<file path="src/hw/soc_bus_pkg.sv">
package soc_bus_pkg;

    // --------------------------------------------------
    // Bus payload types
    // --------------------------------------------------
    typedef logic [31:0] addr_t;
    typedef logic [31:0] data_t;
    typedef logic [3:0]  strb_t;                // One bit per byte lane

    // --------------------------------------------------
    // Memory map
    // --------------------------------------------------
    localparam addr_t RAM_BASE  = 32'hFFFF_0000; // Internal RAM in the top 64 KB
    localparam int    RAM_WORDS = 2048;          // 8 KB deep
    localparam int    RAM_AW    = 11;            // Word index from addr[12:2]

    localparam addr_t GPIO_BASE = 32'h0300_0000;
    localparam addr_t GPIO_SPAN = 32'd256;
    localparam addr_t UART_ADDR = 32'h0300_0100; // Single mapped word

    // GPIO register indices from addr[5:2]
    localparam int GPIO_IDX_W = 4;
    localparam logic [GPIO_IDX_W-1:0] GPIO_LED_GREEN = 4'd1;
    localparam logic [GPIO_IDX_W-1:0] GPIO_LED_RED   = 4'd2;
    localparam logic [GPIO_IDX_W-1:0] GPIO_Z80_RST   = 4'd3;
    localparam logic [GPIO_IDX_W-1:0] GPIO_I2C_SCL   = 4'd5;
    localparam logic [GPIO_IDX_W-1:0] GPIO_I2C_SDA   = 4'd6;
    localparam logic [GPIO_IDX_W-1:0] GPIO_USB_RST   = 4'd7;

    // Returned when nothing answers the address
    localparam data_t UNMAPPED_DATA = 32'hFFFF_FFFF;

    // --------------------------------------------------
    // UART timing
    // --------------------------------------------------
    localparam int CLKS_PER_BIT    = 16;
    localparam int UART_FRAME_BITS = 10;        // Start, 8 data, stop

endpackage

</file>
<file path="src/hw/periph_if.sv">
`timescale 1ns/1ps

// One decoded region of the host memory bus
interface periph_if;
    import soc_bus_pkg::*;

    logic  valid;   // Request already gated by the region select
    addr_t addr;
    data_t wdata;
    strb_t wstrb;   // Zero means read
    data_t rdata;
    logic  ready;

    // Decoder side
    modport host (
        output valid,
        output addr,
        output wdata,
        output wstrb,
        input  rdata,
        input  ready
    );

    // Peripheral side
    modport dev (
        input  valid,
        input  addr,
        input  wdata,
        input  wstrb,
        output rdata,
        output ready
    );

endinterface

</file>
<file path="src/hw/uart_tx.sv">
`timescale 1ns/1ps

module uart_tx (
    input  logic    clk_rv,
    input  logic    rst_rv,
    periph_if.dev   bus,
    output logic    txd
);
    import soc_bus_pkg::*;

    localparam int CNT_W = $clog2(CLKS_PER_BIT);
    localparam int BIT_W = $clog2(UART_FRAME_BITS);
    localparam logic [CNT_W-1:0] CLK_LAST = CNT_W'(CLKS_PER_BIT - 1);
    localparam logic [BIT_W-1:0] BIT_LAST = BIT_W'(UART_FRAME_BITS - 1);

    logic                       busy;
    logic                       accept;
    logic [UART_FRAME_BITS-1:0] shreg;      // Frame sent from bit 0
    logic [CNT_W-1:0]           clk_cnt;
    logic [BIT_W-1:0]           bit_cnt;

    // Ready only when no frame is on the line
    assign accept    = bus.valid && !busy;
    assign bus.ready = accept;
    assign bus.rdata = '0;

    // --------------------------------------------------
    // Frame shifter
    // --------------------------------------------------
    always_ff @(posedge clk_rv) begin
        if (!rst_rv) begin
            busy    <= 1'b0;
            shreg   <= '1;
            clk_cnt <= '0;
            bit_cnt <= '0;
        end else if (accept && (bus.wstrb != '0)) begin
            busy    <= 1'b1;
            shreg   <= {1'b1, bus.wdata[7:0], 1'b0};   // Stop, data, start
            clk_cnt <= '0;
            bit_cnt <= '0;
        end else if (busy) begin
            if (clk_cnt == CLK_LAST) begin
                clk_cnt <= '0;
                shreg   <= {1'b1, shreg[UART_FRAME_BITS-1:1]};
                if (bit_cnt == BIT_LAST) begin
                    busy <= 1'b0;               // Stop bit done
                end else begin
                    bit_cnt <= bit_cnt + 1'b1;
                end
            end else begin
                clk_cnt <= clk_cnt + 1'b1;
            end
        end
    end

    assign txd = busy ? shreg[0] : 1'b1;    // Line idles high

endmodule

</file>
<file path="src/flat_wrapper.sv">
// flat-port wrapper written by rule: the top's interface ports become plain ports
module uart_tx_flat import soc_bus_pkg::*;
  (clk_rv, rst_rv, txd, bus_valid, bus_addr, bus_wdata, bus_wstrb, bus_rdata, bus_ready);
  periph_if bus_i ();
  input  logic clk_rv;
  input  logic rst_rv;
  output logic txd;
  input wire logic [$bits(bus_i.valid)-1:0] bus_valid;
  input wire logic [$bits(bus_i.addr)-1:0] bus_addr;
  input wire logic [$bits(bus_i.wdata)-1:0] bus_wdata;
  input wire logic [$bits(bus_i.wstrb)-1:0] bus_wstrb;
  output wire logic [$bits(bus_i.rdata)-1:0] bus_rdata;
  output wire logic [$bits(bus_i.ready)-1:0] bus_ready;
  assign bus_i.valid = bus_valid;
  assign bus_i.addr = bus_addr;
  assign bus_i.wdata = bus_wdata;
  assign bus_i.wstrb = bus_wstrb;
  assign bus_rdata = bus_i.rdata;
  assign bus_ready = bus_i.ready;
  uart_tx u_core (.clk_rv(clk_rv), .rst_rv(rst_rv), .bus(bus_i), .txd(txd));
endmodule
</file>
<file path="config.mk">
export PLATFORM = sky130hd
export DESIGN_NAME = uart_tx_flat
export DESIGN_NICKNAME = d
export VERILOG_FILES = /design/src/hw/soc_bus_pkg.sv /design/src/hw/periph_if.sv /design/src/hw/uart_tx.sv /design/src/flat_wrapper.sv
export SDC_FILE = /design/constraint.sdc
export NUM_CORES = 1
export LEC_CHECK = 0
export ABC_CLOCK_PERIOD_IN_PS = 2600
export BUFFER_PORTS_ARGS = -buffer_cell sky130_fd_sc_hd__buf_2
export CAP_MARGIN = 20
export CORE_ASPECT_RATIO = 0.75
export CORE_MARGIN = 5
export CORE_UTILIZATION = 41
export CTS_BUF_LIST = sky130_fd_sc_hd__clkbuf_4 sky130_fd_sc_hd__clkbuf_8
export CTS_CLUSTER_DIAMETER = 40
export CTS_CLUSTER_SIZE = 30
export DETAILED_ROUTE_END_ITERATION = 16
export GPL_TIMING_DRIVEN = 0
export PLACE_DENSITY = 0.88
export SYNTH_ARGS = -nofsm -noshare
export SYNTH_HDL_FRONTEND = slang
export SYNTH_SLANG_ARGS = --single-unit
</file>
<file path="constraint.sdc">
create_clock -name clk_rv -period 2.6 [get_ports clk_rv]
set_input_delay 0.52 -clock clk_rv [delete_from_list [all_inputs] [get_ports clk_rv]]
set_output_delay 0.52 -clock clk_rv [all_outputs]
set_load 0.02 [all_outputs]
</file>
==> results.yml, run 1 <==
sta:
  slew_violations: 0
  setup-tns-final_ps: 0
  worst_pin_slew_ps: 572
  period_share: 0.729
  finalCriticalPeriod_ps: 1900
  fmax_mhz: 528
  hold_violations: 0
  grt_setup_unrepaired: "false"
  relSlewSlack: 0.616
  fin_worst_skew_ps: 1.44
  setup_viol: 0
setup_path:
  slowest_stage: "dfxtp_1"
  worstPathArrival_ps: 1380
  crit_chain: "buf_4 > nand2b_1 > buf_2 > inv_1 > buf_2"
  slowest_delay_ps: 320
  rr_endpoint: "u_core.bit_cnt[2]$_SDFFE_PP0P_"
  rr_worst_depth: 4
  cp-startpoint: "u_core.busy$_SDFF_PN0_"
  crit_path_max_fanout: 10
  cpLargestDelayFamily: "buffers and inverters"
  cp-end-kind: "output port"
  r2r_slack_ps: 970
  cp.buffers_inverters: 4
  regToRegStartpoint: "u_core.clk_cnt[0]$_SDFFE_PP0P_"
  required_ps: 2080
  critPathKind: "flip-flop to output port"
  crit_top_cell: "buf_2"
  startpoint_type: "flip-flop"
pwr:
  irDropWorstVdd_mv: 0.323
  power_w: 0.000666
  p_leak_nw: 0.755
  p_per_area_mw_per_mm2: 467
grt:
  grt_use_total: 0.112
  grt_pass1_wl_um: 3620
  grt_pass1_vias: 817
  grt_max_degree: 11
  grt_antenna_before_repair: 0
  grt-ovfl-total: 0
min_path:
  holdPathStages: 2
  hold_class: "flip-flop to flip-flop"
  holdPathEnd: "u_core.bit_cnt[3]$_SDFFE_PP0P_"
  hold_start: "u_core.bit_cnt[3]$_SDFFE_PP0P_"
floorplan:
  ios: 105
  die_h_um: 55.5
  die_w_um: 70.6
  core_sq_mm: 0.00262
  rows: 16
  die_area_sq_mm: 0.00392
  initial_core_util: 0.431
clock_network:
  htree_levels: 1
  cts_buffers: 3
  cts_sinks: 18
  cts_hold_buf: 0
  post_cts_buffers: 0
  clk_pin_slew_ps: 70
  cts_tree: "yes"
  clock_path_buffers: 2
  cts.repair.resized: 0
  ctsRootBufferMaster: "clkbuf_8"
  clock_latency_ps: 250
final_layout:
  diodes: 0
  fillers: 249
  finalNetCount: 253
  mostFrequentLayoutCell: "buf_4"
  area_growth_pct: 26.2
  finalNonFillerCells: 214
  drive_above_1_share: 0.331
  mostFrequentLayoutCells: "33 x buf_4, 32 x conb_1, 20 x buf_2, 18 x dfxtp_1, 12 x a21oi_1"
  regArea_sq_um: 360
  fin_area_sq_mm: 0.00143
  multi_input_area_sq_um: 596
placement:
  dp.cells: 210
  place_area_sq_mm: 0.00137
  dp_hpwl_um: 1650
  place_congestion: 0.719
  port_buffers: 16
route:
  drt_wl_total_um: 2240
  wl_per_cell_um: 10.4
  vias: 921
  drtIter0Drc: 23
  via_per_inst: 4.30
  drtPass1Iterations: 4
  ant_nets: 0
  drc_errors: 0
outcome:
  status: "finished clean"
run:
  cap_violations: 0
synthesis:
  synth_mux_area_frac: 0.0886
  syn_avg_cell_area_sq_um: 8.90
  synth_compound_area_frac: 0.127
  netlist_instances: 127
  yosysSeqAreaShare: 0.319
  synthSimpleGateAreaFrac: 0.164
  ys_seq_elements: 18
  synth_xor_area_frac: 0.00775
  synth_fa_ha_area_frac: 0.0332
  yosysUniqueCellTypes: 27
  yosysWarnings: 0
  syn-cell-area_sq_mm: 0.00113
  synth_top_family_by_area: "buffers and inverters"
[metrics by stage]
step / util / worst slack (ps) / hold slack, ps
4_1_cts: 0.544 / 707 / 503
6_report: 0.544 / 705 / 501
3_3_place_gp: 0.523 / 910 / 469
3_5_place_dp: 0.523 / 904 / 493
5_1_grt: 0.544 / 618 / 511
2_1_floorplan: - / 1150 / 459
[report_power, final]
part,internal (W),leakage [nW],switching (W)
clock,0.000135,0.0288,0.0000923
combinational,0.0000618,0.579,0.0000825
sequential,0.000288,0.147,0.00000689
total,0.000485,0.755,0.000182
[flip-flops by register name, indices dropped and copies added, names as in the netlist]
register	cells
u_core.shreg	9
u_core.busy	1
u_core.bit_cnt	4
u_core.clk_cnt	4
[worst max-delay path by stage]
stage / slack [ps] / end / cells past startpoint
finish: 700 / bus_ready / 5
CTS: 710 / bus_ready / 5
floorplan: 1150 / bus_ready / 4
global route: 620 / bus_ready / 5
global placement: 910 / bus_ready / 5
detailed placement: 900 / bus_ready / 5
[per-layer routing]
metal  vias up  share of wire  GRT usage
met5         -              0          0
met4         0          0.011     0.0375
met3         5          0.063     0.0417
met2        22           0.49      0.181
met1       412           0.43      0.136
li1        482              -          -
[synthesized netlist by cell type]
library cell	number	area, sq um
buf_2	4	20.0
a21oi_1	12	60.1
a41oi_1	2	17.5
or4_1	1	7.51
o21a_1	2	15.0
nor2_1	5	18.8
mux2i_1	10	100
dfxtp_1	18	360
nand3_1	2	10.0
nand4_4	1	21.3
nor4_2	1	12.5
nor4b_1	7	61.3
clkinv_1	1	3.75
nand2_1	1	3.75
clkbuf_1	1	3.75
o211a_1	1	10.0
nand2b_1	2	12.5
a31oi_1	1	6.26
ha_1	3	37.5
xor2_1	1	8.76
o21ai_1	7	35.0
conb_1	1	3.75
buf_4	33	248
and3b_1	1	8.76
or3_1	3	18.8
inv_1	4	15.0
nor3_1	2	10.0
[kinds of logic (layout without fill, tap and decap cells)]
group                    count (synthesis)  count (layout)
multiplexers                            10              10
adder cells (fa/ha/maj)                  3               3
AND/OR/NAND/NOR                         26              26
buffers and inverters                   43              63
other                                    1              32
flip-flops                              18              18
XOR/XNOR                                 1               1
AO/OA/AOI/OAI                           25              25
[cell type report]
| cell class | instances | share of cell area |
|---|---|---|
| Inverter | 5 | 0.0132 |
| Clock buffer | 4 | 0.0386 |
| Multi-Input combinational cell | 97 | 0.418 |
| Buffer | 38 | 0.190 |
| Tap cell | 36 | 0.0316 |
| Sequential cell | 18 | 0.253 |
| Timing Repair Buffer | 16 | 0.0561 |
[worst min-delay path, cell delays in order (launching register included)]
cell and delay, ps:
dfxtp_1 320, o21ai_1 70, a21oi_1 60
(Power assumes the default switching activity.)
==> run 2: changes to the inputs <==
- ABC_CLOCK_PERIOD_IN_PS: 2600 -> 2000
- CORE_UTILIZATION: 41 -> 38
- PLACE_DENSITY: 0.88 -> 0.82
- clock period: 2.6 -> 2 ns (I/O delays scaled with it)
==> run 2 against run 1 <==
  * Worst setup slack got worse by 470 ps
  * Sequential cell count unchanged
  * Sequential share of layout area is essentially flat
  * Routed wire length decreased by 1.7%
  * Clock power grew 33%
  * Sequential power is 30% higher
  * Critical path type unchanged
  * Largest cell class unchanged
==> results.yml, run 2 (synthesis gave the netlist of run 1 again) <==
sta:
  worst_pin_slew_ps: 609
  slew_violations: 0
  setup_viol: 0
  period_share: 0.881
  setup-tns-final_ps: 0
  grt_setup_unrepaired: "false"
  fin_worst_skew_ps: 1.59
  finalCriticalPeriod_ps: 1760
  hold_violations: 0
  relSlewSlack: 0.591
  fmax_mhz: 568
grt:
  grt_pass1_wl_um: 3530
  grt_max_degree: 11
  grt_use_total: 0.106
  grt_antenna_before_repair: 0
  grt-ovfl-total: 0
  grt_pass1_vias: 839
pwr:
  clockPowerShare: 0.345
  comb_power_share: 0.215
  power_w: 0.000871
  switching_share: 0.277
  p_sw_w: 0.000241
  power_frac_seq: 0.440
  p_per_area_mw_per_mm2: 610
  p_int_w: 0.000630
  irDropWorstVdd_mv: 0.527
  p_leak_nw: 0.755
placement:
  dp_hpwl_um: 1680
  port_buffers: 16
  place_congestion: 0.767
final_layout:
  largest_reg_flops: 9
  finalNetCount: 253
  drive_above_1_share: 0.331
  diodes: 0
  fillers: 286
  mostFrequentLayoutCell: "buf_4"
  reg_top3: "u_core.shreg (9), u_core.bit_cnt (4), u_core.clk_cnt (4)"
  largest_register: "u_core.shreg"
  mostFrequentLayoutCells: "33 x buf_4, 32 x conb_1, 20 x buf_2, 18 x dfxtp_1, 12 x a21oi_1"
  area_growth_pct: 26.5
clock_network:
  cts_sinks: 18
  clk_pin_slew_ps: 70
  cts_buffers: 3
  cts_tree: "yes"
  clock_latency_ps: 260
  ctsRootBufferMaster: "clkbuf_8"
  htree_levels: 1
  cts.repair.resized: 0
  cts_hold_buf: 0
  post_cts_buffers: 0
  clock_path_buffers: 2
setup_path:
  crit_path_max_fanout: 10
  rr_worst_depth: 4
  worstPathArrival_ps: 1360
  r2r_slack_ps: 390
  cp_num_cells: 5
  slowest_stage: "dfxtp_1"
  critPathKind: "flip-flop to output port"
  startpoint_type: "flip-flop"
  cp-end-kind: "output port"
  rr_endpoint: "u_core.bit_cnt[2]$_SDFFE_PP0P_"
  regToRegStartpoint: "u_core.clk_cnt[0]$_SDFFE_PP0P_"
  required_ps: 1600
  cp.buffers_inverters: 4
  crit_chain: "buf_4 > nand2b_1 > buf_2 > inv_1 > buf_2"
  cp-startpoint: "u_core.busy$_SDFF_PN0_"
  cpLargestDelayFamily: "buffers and inverters"
  slowest_delay_ps: 310
  crit_top_cell: "buf_2"
floorplan:
  ios: 105
  core_sq_mm: 0.00289
  initial_core_util: 0.391
  die_w_um: 73.0
  die_area_sq_mm: 0.00417
  die_h_um: 57.2
  rows: 17
route:
  drtIter0Drc: 2
  drt_wl_total_um: 2200
  vias: 900
  wl_per_cell_um: 10.2
  drc_errors: 0
  ant_nets: 0
  via_per_inst: 4.17
  drtPass1Iterations: 4
outcome:
  status: "finished clean"
min_path:
  holdPathStages: 3
  holdPathEnd: "u_core.shreg[4]$_SDFFE_PN1P_"
  hold_start: "bus_wdata[3]"
  hold_class: "input port to flip-flop"
run:
  cap_violations: 0
==> run 2: cell counts in the layout (fill, tap and decap cells not counted) <==
Identical to the previous run, type by type.
==> run 2: area by class of cell <==
type	count	area, sq um	share of cell area
Buffer	38	272	0.190
Clock buffer	4	55.1	0.0385
Inverter	5	18.8	0.0131
Multi-Input combinational cell	97	596	0.417
Sequential cell	18	360	0.252
Tap cell	38	47.5	0.0333
Timing Repair Buffer	16	80.1	0.0560
==> run 2: metrics by stage <==
step	cells	hold WS, ps	setup slack, ps	utilization	area (sq um)
3_5_place_dp	212	493	407	0.475	1370
4_1_cts	216	380	242	0.494	1430
3_3_place_gp	212	470	437	0.475	1370
6_report	216	382	238	0.494	1430
5_1_grt	216	398	144	0.494	1430
2_1_floorplan	158	459	558	-	1250
==> run 2: metal layers <==
metal  track usage  wire length [um]
met3        0.0370                88
met5             0                 0
met1         0.132               963
met2         0.174              1130
met4        0.0289                16
==> run 2: tightest hold or removal path: stages <==
cell,delay [ps]
buf_2,80
nor4b_1,40
a21oi_1,90
==> run 2: worst max-delay path by stage <==
stage / end
after global routing: bus_ready
final: bus_ready
after detailed placement: u_core.bit_cnt[2]$_SDFFE_PP0P_
after floorplan: u_core.bit_cnt[2]$_SDFFE_PP0P_
after CTS: bus_ready
after global placement: u_core.bit_cnt[2]$_SDFFE_PP0P_
==> run 2: power by group through the flow <==
stage,clock (W),combinational [W],sequential (W)
final,0.000301,0.000187,0.000383
after global routing,0.000323,0.000204,0.000385
after CTS,0.000305,0.000185,0.000383
after detailed placement,0,0.000184,0.000391
after global placement,0,0.000182,0.000391
after floorplan,0,0.000156,0.000389
