===== config.mk =====
export PLATFORM = sky130hd
export DESIGN_NAME = bus_decoder_flat
export DESIGN_NICKNAME = d
export VERILOG_FILES = /design/src/hw/soc_bus_pkg.sv /design/src/hw/periph_if.sv /design/src/hw/bus_decoder.sv /design/src/flat_wrapper.sv
export SDC_FILE = /design/constraint.sdc
export NUM_CORES = 1
export LEC_CHECK = 0
export ABC_AREA = 1
export BUFFER_PORTS_ARGS = -buffer_cell sky130_fd_sc_hd__buf_2
export CORE_AREA = 2 2 170 172
export CTS_BUF_LIST = sky130_fd_sc_hd__clkbuf_4
export DETAILED_ROUTE_END_ITERATION = 8
export DIE_AREA = 0 0 172 174
export PLACE_DENSITY = 0.37
export REMOVE_ABC_BUFFERS = 1
export SYNTH_ARGS = -nofsm -noshare
export SYNTH_HDL_FRONTEND = slang
export SYNTH_SLANG_ARGS = --single-unit

===== constraint.sdc =====
create_clock -name clk_rv -period 3.1 [get_ports clk_rv]
set_input_delay 0.93 -clock clk_rv [delete_from_list [all_inputs] [get_ports clk_rv]]
set_output_delay 0.93 -clock clk_rv [all_outputs]
set_load 0.01 [all_outputs]

===== src/hw/soc_bus_pkg.sv =====
package soc_bus_pkg;

    // --------------------------------------------------
    // Bus payload types
    // --------------------------------------------------
    typedef logic [31:0] addr_t;
    typedef logic [31:0] data_t;
    typedef logic [3:0]  strb_t;                // One bit per byte lane

    // --------------------------------------------------
    // Memory map
    // --------------------------------------------------
    localparam addr_t RAM_BASE  = 32'hFFFF_0000; // Internal RAM in the top 64 KB
    localparam int    RAM_WORDS = 2048;          // 8 KB deep
    localparam int    RAM_AW    = 11;            // Word index from addr[12:2]

    localparam addr_t GPIO_BASE = 32'h0300_0000;
    localparam addr_t GPIO_SPAN = 32'd256;
    localparam addr_t UART_ADDR = 32'h0300_0100; // Single mapped word

    // GPIO register indices from addr[5:2]
    localparam int GPIO_IDX_W = 4;
    localparam logic [GPIO_IDX_W-1:0] GPIO_LED_GREEN = 4'd1;
    localparam logic [GPIO_IDX_W-1:0] GPIO_LED_RED   = 4'd2;
    localparam logic [GPIO_IDX_W-1:0] GPIO_Z80_RST   = 4'd3;
    localparam logic [GPIO_IDX_W-1:0] GPIO_I2C_SCL   = 4'd5;
    localparam logic [GPIO_IDX_W-1:0] GPIO_I2C_SDA   = 4'd6;
    localparam logic [GPIO_IDX_W-1:0] GPIO_USB_RST   = 4'd7;

    // Returned when nothing answers the address
    localparam data_t UNMAPPED_DATA = 32'hFFFF_FFFF;

    // --------------------------------------------------
    // UART timing
    // --------------------------------------------------
    localparam int CLKS_PER_BIT    = 16;
    localparam int UART_FRAME_BITS = 10;        // Start, 8 data, stop

endpackage


===== src/hw/periph_if.sv =====
`timescale 1ns/1ps

// One decoded region of the host memory bus
interface periph_if;
    import soc_bus_pkg::*;

    logic  valid;   // Request already gated by the region select
    addr_t addr;
    data_t wdata;
    strb_t wstrb;   // Zero means read
    data_t rdata;
    logic  ready;

    // Decoder side
    modport host (
        output valid,
        output addr,
        output wdata,
        output wstrb,
        input  rdata,
        input  ready
    );

    // Peripheral side
    modport dev (
        input  valid,
        input  addr,
        input  wdata,
        input  wstrb,
        output rdata,
        output ready
    );

endinterface


===== src/hw/bus_decoder.sv =====
`timescale 1ns/1ps

module bus_decoder (
    input  logic                clk_rv,
    input  logic                rst_rv,
    input  logic                mem_valid,
    input  soc_bus_pkg::addr_t  mem_addr,
    input  soc_bus_pkg::addr_t  mem_la_addr,
    input  soc_bus_pkg::data_t  mem_wdata,
    input  soc_bus_pkg::strb_t  mem_wstrb,
    output logic                mem_ready,
    output soc_bus_pkg::data_t  mem_rdata,
    output logic                irq,
    periph_if.host              ram,
    periph_if.host              gpio,
    periph_if.host              uart
);
    import soc_bus_pkg::*;

    logic la_in_ram;
    logic la_in_gpio;
    logic la_in_uart;

    logic sel_ram;
    logic sel_gpio;
    logic sel_uart;
    logic sel_none;         // Access hits no region

    logic none_ready;
    logic mem_valid_q;

    // --------------------------------------------------
    // Region select from the look-ahead address
    // --------------------------------------------------
    assign la_in_ram  = (mem_la_addr >= RAM_BASE);
    assign la_in_gpio = (mem_la_addr >= GPIO_BASE) &&
                        (mem_la_addr < (GPIO_BASE + GPIO_SPAN));
    assign la_in_uart = (mem_la_addr == UART_ADDR);

    // Flags settle one cycle ahead of mem_valid
    always_ff @(posedge clk_rv) begin
        if (!rst_rv) begin
            sel_ram  <= 1'b0;
            sel_gpio <= 1'b0;
            sel_uart <= 1'b0;
            sel_none <= 1'b0;
        end else begin
            sel_ram  <= la_in_ram;
            sel_gpio <= la_in_gpio;
            sel_uart <= la_in_uart;
            sel_none <= !(la_in_ram || la_in_gpio || la_in_uart);
        end
    end

    // --------------------------------------------------
    // Per-region request
    // --------------------------------------------------
    // RAM and GPIO answer in a fixed cycle, so drop valid once they are ready
    assign ram.valid  = mem_valid && sel_ram && !ram.ready;
    assign gpio.valid = mem_valid && sel_gpio && !gpio.ready;
    assign uart.valid = mem_valid && sel_uart;   // UART stretches its own ready

    assign ram.addr   = mem_addr;
    assign ram.wdata  = mem_wdata;
    assign ram.wstrb  = mem_wstrb;

    assign gpio.addr  = mem_addr;
    assign gpio.wdata = mem_wdata;
    assign gpio.wstrb = mem_wstrb;

    assign uart.addr  = mem_addr;
    assign uart.wdata = mem_wdata;
    assign uart.wstrb = mem_wstrb;

    // --------------------------------------------------
    // Unmapped access and bus-error interrupt
    // --------------------------------------------------
    always_ff @(posedge clk_rv) begin
        if (!rst_rv) begin
            none_ready  <= 1'b0;
            mem_valid_q <= 1'b0;
            irq         <= 1'b0;
        end else begin
            none_ready  <= mem_valid && sel_none && !none_ready;
            mem_valid_q <= mem_valid;
            if (mem_valid && !mem_valid_q && sel_none) begin
                irq <= 1'b1;                    // Sticky until reset
            end
        end
    end

    // --------------------------------------------------
    // Merge back to the host
    // --------------------------------------------------
    assign mem_ready = ram.ready || gpio.ready || uart.ready || none_ready;

    always_comb begin
        if (sel_ram) begin
            mem_rdata = ram.rdata;
        end else if (sel_gpio) begin
            mem_rdata = gpio.rdata;
        end else if (sel_uart) begin
            mem_rdata = uart.rdata;
        end else begin
            mem_rdata = UNMAPPED_DATA;
        end
    end

endmodule


===== src/flat_wrapper.sv =====
// flat-port wrapper written by rule: the top's interface ports become plain ports
module bus_decoder_flat import soc_bus_pkg::*;
  (clk_rv, rst_rv, mem_valid, mem_addr, mem_la_addr, mem_wdata, mem_wstrb, mem_ready, mem_rdata, irq, ram_valid, ram_addr, ram_wdata, ram_wstrb, ram_rdata, ram_ready, gpio_valid, gpio_addr, gpio_wdata, gpio_wstrb, gpio_rdata, gpio_ready, uart_valid, uart_addr, uart_wdata, uart_wstrb, uart_rdata, uart_ready);
  periph_if ram_i ();
  periph_if gpio_i ();
  periph_if uart_i ();
  input  logic clk_rv;
  input  logic rst_rv;
  input  logic mem_valid;
  input  soc_bus_pkg::addr_t mem_addr;
  input  soc_bus_pkg::addr_t mem_la_addr;
  input  soc_bus_pkg::data_t mem_wdata;
  input  soc_bus_pkg::strb_t mem_wstrb;
  output logic mem_ready;
  output soc_bus_pkg::data_t mem_rdata;
  output logic irq;
  output wire logic [$bits(ram_i.valid)-1:0] ram_valid;
  output wire logic [$bits(ram_i.addr)-1:0] ram_addr;
  output wire logic [$bits(ram_i.wdata)-1:0] ram_wdata;
  output wire logic [$bits(ram_i.wstrb)-1:0] ram_wstrb;
  input wire logic [$bits(ram_i.rdata)-1:0] ram_rdata;
  input wire logic [$bits(ram_i.ready)-1:0] ram_ready;
  output wire logic [$bits(gpio_i.valid)-1:0] gpio_valid;
  output wire logic [$bits(gpio_i.addr)-1:0] gpio_addr;
  output wire logic [$bits(gpio_i.wdata)-1:0] gpio_wdata;
  output wire logic [$bits(gpio_i.wstrb)-1:0] gpio_wstrb;
  input wire logic [$bits(gpio_i.rdata)-1:0] gpio_rdata;
  input wire logic [$bits(gpio_i.ready)-1:0] gpio_ready;
  output wire logic [$bits(uart_i.valid)-1:0] uart_valid;
  output wire logic [$bits(uart_i.addr)-1:0] uart_addr;
  output wire logic [$bits(uart_i.wdata)-1:0] uart_wdata;
  output wire logic [$bits(uart_i.wstrb)-1:0] uart_wstrb;
  input wire logic [$bits(uart_i.rdata)-1:0] uart_rdata;
  input wire logic [$bits(uart_i.ready)-1:0] uart_ready;
  assign ram_valid = ram_i.valid;
  assign ram_addr = ram_i.addr;
  assign ram_wdata = ram_i.wdata;
  assign ram_wstrb = ram_i.wstrb;
  assign ram_i.rdata = ram_rdata;
  assign ram_i.ready = ram_ready;
  assign gpio_valid = gpio_i.valid;
  assign gpio_addr = gpio_i.addr;
  assign gpio_wdata = gpio_i.wdata;
  assign gpio_wstrb = gpio_i.wstrb;
  assign gpio_i.rdata = gpio_rdata;
  assign gpio_i.ready = gpio_ready;
  assign uart_valid = uart_i.valid;
  assign uart_addr = uart_i.addr;
  assign uart_wdata = uart_i.wdata;
  assign uart_wstrb = uart_i.wstrb;
  assign uart_i.rdata = uart_rdata;
  assign uart_i.ready = uart_ready;
  bus_decoder u_core (.clk_rv(clk_rv), .rst_rv(rst_rv), .mem_valid(mem_valid), .mem_addr(mem_addr), .mem_la_addr(mem_la_addr), .mem_wdata(mem_wdata), .mem_wstrb(mem_wstrb), .mem_ready(mem_ready), .mem_rdata(mem_rdata), .irq(irq), .ram(ram_i), .gpio(gpio_i), .uart(uart_i));
endmodule

==> results of run 1 <==
==> final timing paths <==
path,startpoint,end,slack (ns)
hold / removal,u_core.sel_none$_SDFF_PN0_,u_core.none_ready$_SDFF_PN0_,0.47
setup / recovery,ram_ready,mem_ready,0.49
hold reg to reg,u_core.sel_none$_SDFF_PN0_,u_core.none_ready$_SDFF_PN0_,0.47
setup reg to reg,u_core.mem_valid_q$_SDFF_PN0_,u_core.irq$_SDFFE_PN0P_,2.48
==> power breakdown <==
part / switching, W / internal, W / leakage [nW]
registers: 0.00000171 / 0.0000929 / 0.0579
logic: 0.0000510 / 0.0000690 / 0.920
clock network: 0.0000332 / 0.0000578 / 0.0184
==> critical path, cell delays in order <==
cell	delay, ns
buf_2	0.10
or4_1	0.50
buf_2	0.15
==> stage by stage <==
| step | cells | util [%] |
|---|---|---|
| after global routing | 762 | 8.818 |
| after global placement | 756 | 8.694 |
| after CTS | 760 | 8.800 |
| after detailed placement | 756 | 8.694 |
| after floorplan | 200 | - |
| final | 767 | 8.862 |
==> cell families after synthesis <==
kind of cell / Yosys count / synth area share [%]
buffers and inverters: 234 / 62.15
AND/OR/NAND/NOR: 119 / 17.98
AO/OA/AOI/OAI: 56 / 14.71
flip-flops: 7 / 5.164
==> registers in the layout (all words and copies together) (netlist names) <==
register and flops:
u_core.irq 1, u_core.mem_valid_q 1, u_core.none_ready 1, u_core.sel_gpio 1, u_core.sel_none 1, u_core.sel_ram 1, u_core.sel_uart 1
==> per-layer routing <==
metal | up-vias | global-route usage (%) | part of all wire (%)
li1 | 1055 | - | -
met1 | 1071 | 13.30 | 24
met2 | 485 | 32.03 | 46
met3 | 46 | 23.84 | 25
met4 | 14 | 7.213 | 3.8
met5 | - | 7.023 | 0.75
==> cell type report <==
cell class                 count  area, um^2  share of cell area (%)
tap                          384       480.5                   19.20
clock buffer                   4       30.03                   1.200
sequential                     7       141.4                   5.650
antenna                        7       17.52                  0.7000
timing repair buffer         172       878.3                   35.10
inverter                      18       67.56                   2.700
multi-input combinational    175       887.1                   35.45
==> layout by cell type, fill, tap and decap left out <==
cell / instances
nand4_1: 2
clkbuf_4: 4
o221ai_2: 9
a21oi_1: 1
nand2_2: 1
nor3_1: 3
nor2_2: 5
buf_4: 1
buf_2: 170
dfxtp_2: 1
nor3b_1: 1
o22ai_1: 23
nand2_4: 1
o21ai_1: 21
buf_12: 1
o21ai_0: 2
diode_2: 7
nand3_1: 2
nand2_1: 69
nor2_1: 34
inv_2: 4
inv_1: 14
dfxtp_1: 6
or4_1: 1
==> results.tsv, run 1 <==
metric	value	unit
DRC	0	
worst-skew pair later-pin latency	0.25	ns
postcts setup bufs	0	
largest net degree at the start of global routing	48	
Resize count post-CTS	0	
DR vias	2671	
top cell type's share of synthesized area	57.54	%
Detailed Route WL	31140	um
most frequent cells after synthesis	buf_4 (208), nand2_1 (69), nor2_1 (34)	
mapped cell area	2714	um^2
CP max FO	2	
final period utilization	84.33	%
area growth from synthesis to layout	-7.792	%
Vert. Die Dim	174	um
Relative slew margins	65.28	%
setup ws final	0.4857	ns
initial DRC count	128	
worst-margin pin slew	0.5208	ns
H-tree depth	1	
crit end category	output port	
Final HPWL DP	27780	um
Achievable Freq	0.3825	GHz
initial antenna violation count	13	
Setup CP Type	in2out	
number of synthesized flops with an enable pin	0	
gr usage total	19.80	%
number of synthesis warnings	0	
status	completed	
Distinct cells, synth	22	
Placer Congestion	0.7673	
MaxCap Viol Count	0	
Async S/R FF share, synth	0	%
Leak Pwr	0.9962	nW
vias in the first global route	2312	
Mapped Avg Cell Area	6.524	um^2
Peak VDD IR	73.75	uV
total clock sinks	7	
Setup WS pre-CTS	0.4831	ns
Hold WS	0.4746	ns
sequential-to-total area share from yosys stat	5.164	%
top_reg_cell synth	dfxtp_1	
Worst-path clk slew	0.06	ns
Pwr Total	0.0003056	W
hold buffers post-CTS	0	
Hold Violations, Final	0	
Die Width	172	um
final max-slew violation count	0	
# setup viols final	0	
Hold Crit Class	reg2reg	
unrepaired setup endpoints after global routing	false	
synthesized instance count	416	
WHS Path Cells	1	
# fillers	3418	
Finished Cell Area	2502	um^2
Clock Path Buffers	2	
Worst EP arrival	1.68	ns
top-count cell post-synth	buf_4	
port buffer count	170	
post-synth top area cell	buf_4	
Post-DRT Antenna Nets	0	
post-DR wirelength/cell	40.60	um
clock skew	0.008440	ns
# IOs	443	
post-placement cell area	2455	um^2
CP Launch Type	input pin	
GRT overflow	0	
die area	29930	um^2
root buf cell	clkbuf_4	
CTS tree	done	
Synth Register Bits	7	
Tmin final	2.614	ns
CTS buffer count	3	
P per Cell Area	122.1	nW/um^2
top post-synthesis cells by area	buf_4 (58%), nand2_1 (9.5%), o22ai_1 (5.3%)	
vias per cell	3.482	
1st-pass router iterations	4	
Critical Path RT	2.17	ns
Row Count	62	
core area	28240	um^2
nets	579	
final setup TNS	0	ns
FF-to-FF path depth	3	
first-pass GRT wire length	36000	um
share of cells above drive strength 1	52.39	%
Initial Utilization	9.611	%
No activity file was read; power rests on OpenSTA's default activity.
==> inputs of run 2 (changes only) <==
- CORE_AREA: 2 2 170 172 -> 2 2 172 174
- DIE_AREA: 0 0 172 174 -> 0 0 174 176
- PLACE_DENSITY: 0.37 -> 0.38
- clock period: 3.1 -> 2.1 ns (I/O delays scaled with it)
==> run 2 against run 1 <==
Global-route usage decreased by 1.2 points. Die area increased by 2.3%. Clock power increased by 51%. Count of clock-buffer cells in the layout is the same. Worst setup slack worse by 0.40 ns. First-iteration DRC count is 7.8% higher. Sequential share of layout area down 0.073 points. Clock skew down 0.0028 ns. Via count is 1.8% lower. Hold slack improved by 0.0069 ns. Combinational power increased by 51%.
==> results.tsv, run 2 (synthesis gave the netlist of run 1 again) <==
metric	value	unit	change
Clock Path Buffers	2		unchanged
DR vias	2622		was 2671
Crit Reg-Reg Startpoint	u_core.none_ready$_SDFF_PN0_		was u_core.mem_valid_q$_SDFF_PN0_
Relative slew margins	77.41	%	was 65.28%
Leak Pwr	1.013	nW	was 0.9962 nW
worst r2r dst	u_core.none_ready$_SDFF_PN0_		was u_core.irq$_SDFFE_PN0P_
# fillers	3442		was 3418
CTS buffer count	3		unchanged
crit end category	output port		unchanged
register area	141.4	um^2	unchanged
GR Util met3	22.61	%	was 23.84%
Tmin final	2.014	ns	
CP max FO	2		unchanged
core area	28550	um^2	was 28240 um^2
Final HPWL DP	27170	um	was 27780 um
Clk pwr share	29.9	%	was 29.8%
port buffer count	170		unchanged
initial DRC count	138		was 128
HP Start	u_core.sel_none$_SDFF_PN0_		unchanged
met1 GRT Util	12.47	%	was 13.30%
most frequent cells in the layout	buf_2 (170), nand2_1 (69), nor2_1 (34)		unchanged
final setup TNS	0	ns	unchanged
Placer Congestion	0.8168		was 0.7673
Reg power frac	30.5	%	was 31.0%
total clock sinks	7		unchanged
Comb power frac	39.6	%	was 39.2%
die area	30620	um^2	was 29930 um^2
Row Count	62		unchanged
MaxCap Viol Count	0		unchanged
Setup CP Type	in2out		unchanged
flop2flop setup slack	1.45	ns	was 2.48 ns
Pint	0.0003246	W	was 0.0002197 W
area growth from synthesis to layout	-6.593	%	was -7.792%
Worst EP arrival	1.38	ns	was 1.68 ns
Net Sw Power	0.0001329	W	was 0.00008589 W
Initial Utilization	9.506	%	was 9.611%
hold buffers post-CTS	0		unchanged
WHS Path Cells	1		unchanged
share of cells above drive strength 1	52.52	%	was 52.39%
Hold Violations, Final	0		unchanged
WHS Endpoint	u_core.none_ready$_SDFF_PN0_		unchanged
CTS tree	done		unchanged
gr busiest metal	met2		unchanged
post-DR wirelength/cell	38.96	um	was 40.60 um
fin util	8.880	%	was 8.862%
1st-pass router iterations	4		unchanged
worst-skew pair later-pin latency	0.25	ns	about the same
Die Width	174	um	was 172 um
Hold WS	0.4814	ns	was 0.4746 ns
Critical Path RT	1.47	ns	was 2.17 ns
met2 Use GR	31.46	%	was 32.03%
worst-margin pin slew	0.3383	ns	was 0.5208 ns
# IOs	443		unchanged
postcts setup bufs	0		unchanged
Hold Crit Class	reg2reg		unchanged
area of the multi-input gates	887.1	um^2	unchanged
Vert. Die Dim	176	um	was 174 um
Detailed Route WL	29930	um	was 31140 um
clock skew	0.005612	ns	was 0.008440 ns
unrepaired setup endpoints after global routing	false		unchanged
vias per cell	3.414		was 3.482
final period utilization	95.91	%	
final max-slew violation count	0		unchanged
largest net degree at the start of global routing	56		was 48
root buf cell	clkbuf_4		unchanged
P per Cell Area	180.5	nW/um^2	was 122.1 nW/um^2
first-pass GRT wire length	35450	um	was 36000 um
nets	580		was 579
status	completed		unchanged
Sw Share	29.05	%	was 28.11%
Post-DRT Antenna Nets	0		unchanged
Achievable Freq	0.4965	GHz	
DRC	0		unchanged
commonest non-fill, non-tap cell in the layout	buf_2		unchanged
initial antenna violation count	13		unchanged
CP Launch Type	input pin		unchanged
Peak VDD IR	102.7	uV	was 73.75 uV
# setup viols final	0		unchanged
H-tree depth	1		unchanged
Worst-path clk slew	0.06	ns	about the same
FF-to-FF path depth	1		was 3
Resize count post-CTS	0		unchanged
gr usage total	18.61	%	was 19.80%
GRT overflow	0		unchanged
vias in the first global route	2385		was 2312
run 2: cell count changes in the layout (fill, tap and decap cells not counted), sizes merged:
cell | before | now
buf | 172 | 173
run 2: through the flow:
step	cell area (um^2)	std cells	setup slack, ns	total power [W]
6_report	2535	768	0.08596	0.0004575
5_1_grt	2517	761	0.02603	0.0004911
4_1_cts	2517	761	0.08412	0.0004668
3_5_place_dp	2487	757	0.08440	0.0003255
3_3_place_gp	2487	757	0.07723	0.0003223
2_1_floorplan	1095	200	-0.3627	0.0001721
run 2: worst max path at each step:
stage	startpoint	to	slack (ns)	cells past startpoint
CTS	ram_ready	mem_ready	0.08	3
floorplan	u_core.sel_ram$_SDFF_PN0_	ram_valid	-0.36	2
detailed placement	ram_ready	mem_ready	0.08	3
finish	ram_ready	mem_ready	0.09	3
global placement	ram_ready	mem_ready	0.08	3
global route	u_core.sel_gpio$_SDFF_PN0_	mem_rdata[12]	0.03	6
run 2: power by group through the flow:
stage	Sequential [W]	Combinational (W)	Clock, W
detailed placement	0.000143	0.000183	0
finish	0.000140	0.000181	0.000137
CTS	0.000140	0.000184	0.000143
global placement	0.000143	0.000180	0
global route	0.000140	0.000202	0.000149
floorplan	0.000142	0.0000303	0
run 2: layout make-up:
class	count	share of cell area (%)
sequential	7	5.578
multi-input combinational	175	35.00
inverter	18	2.665
antenna	7	0.6910
timing repair buffer	173	35.93
clock buffer	4	1.185
tap	384	18.95
run 2: critical path: stages:
cell and delay [ns]:
buf_2 0.10, or4_1 0.50, buf_2 0.15
run 2: routing by layer:
metal / part of all wire [%] / vias up
met2: 47 / 476
met5: 1.0 / -
met4: 2.4 / 17
met1: 24 / 1037
met3: 26 / 33
li1: - / 1059
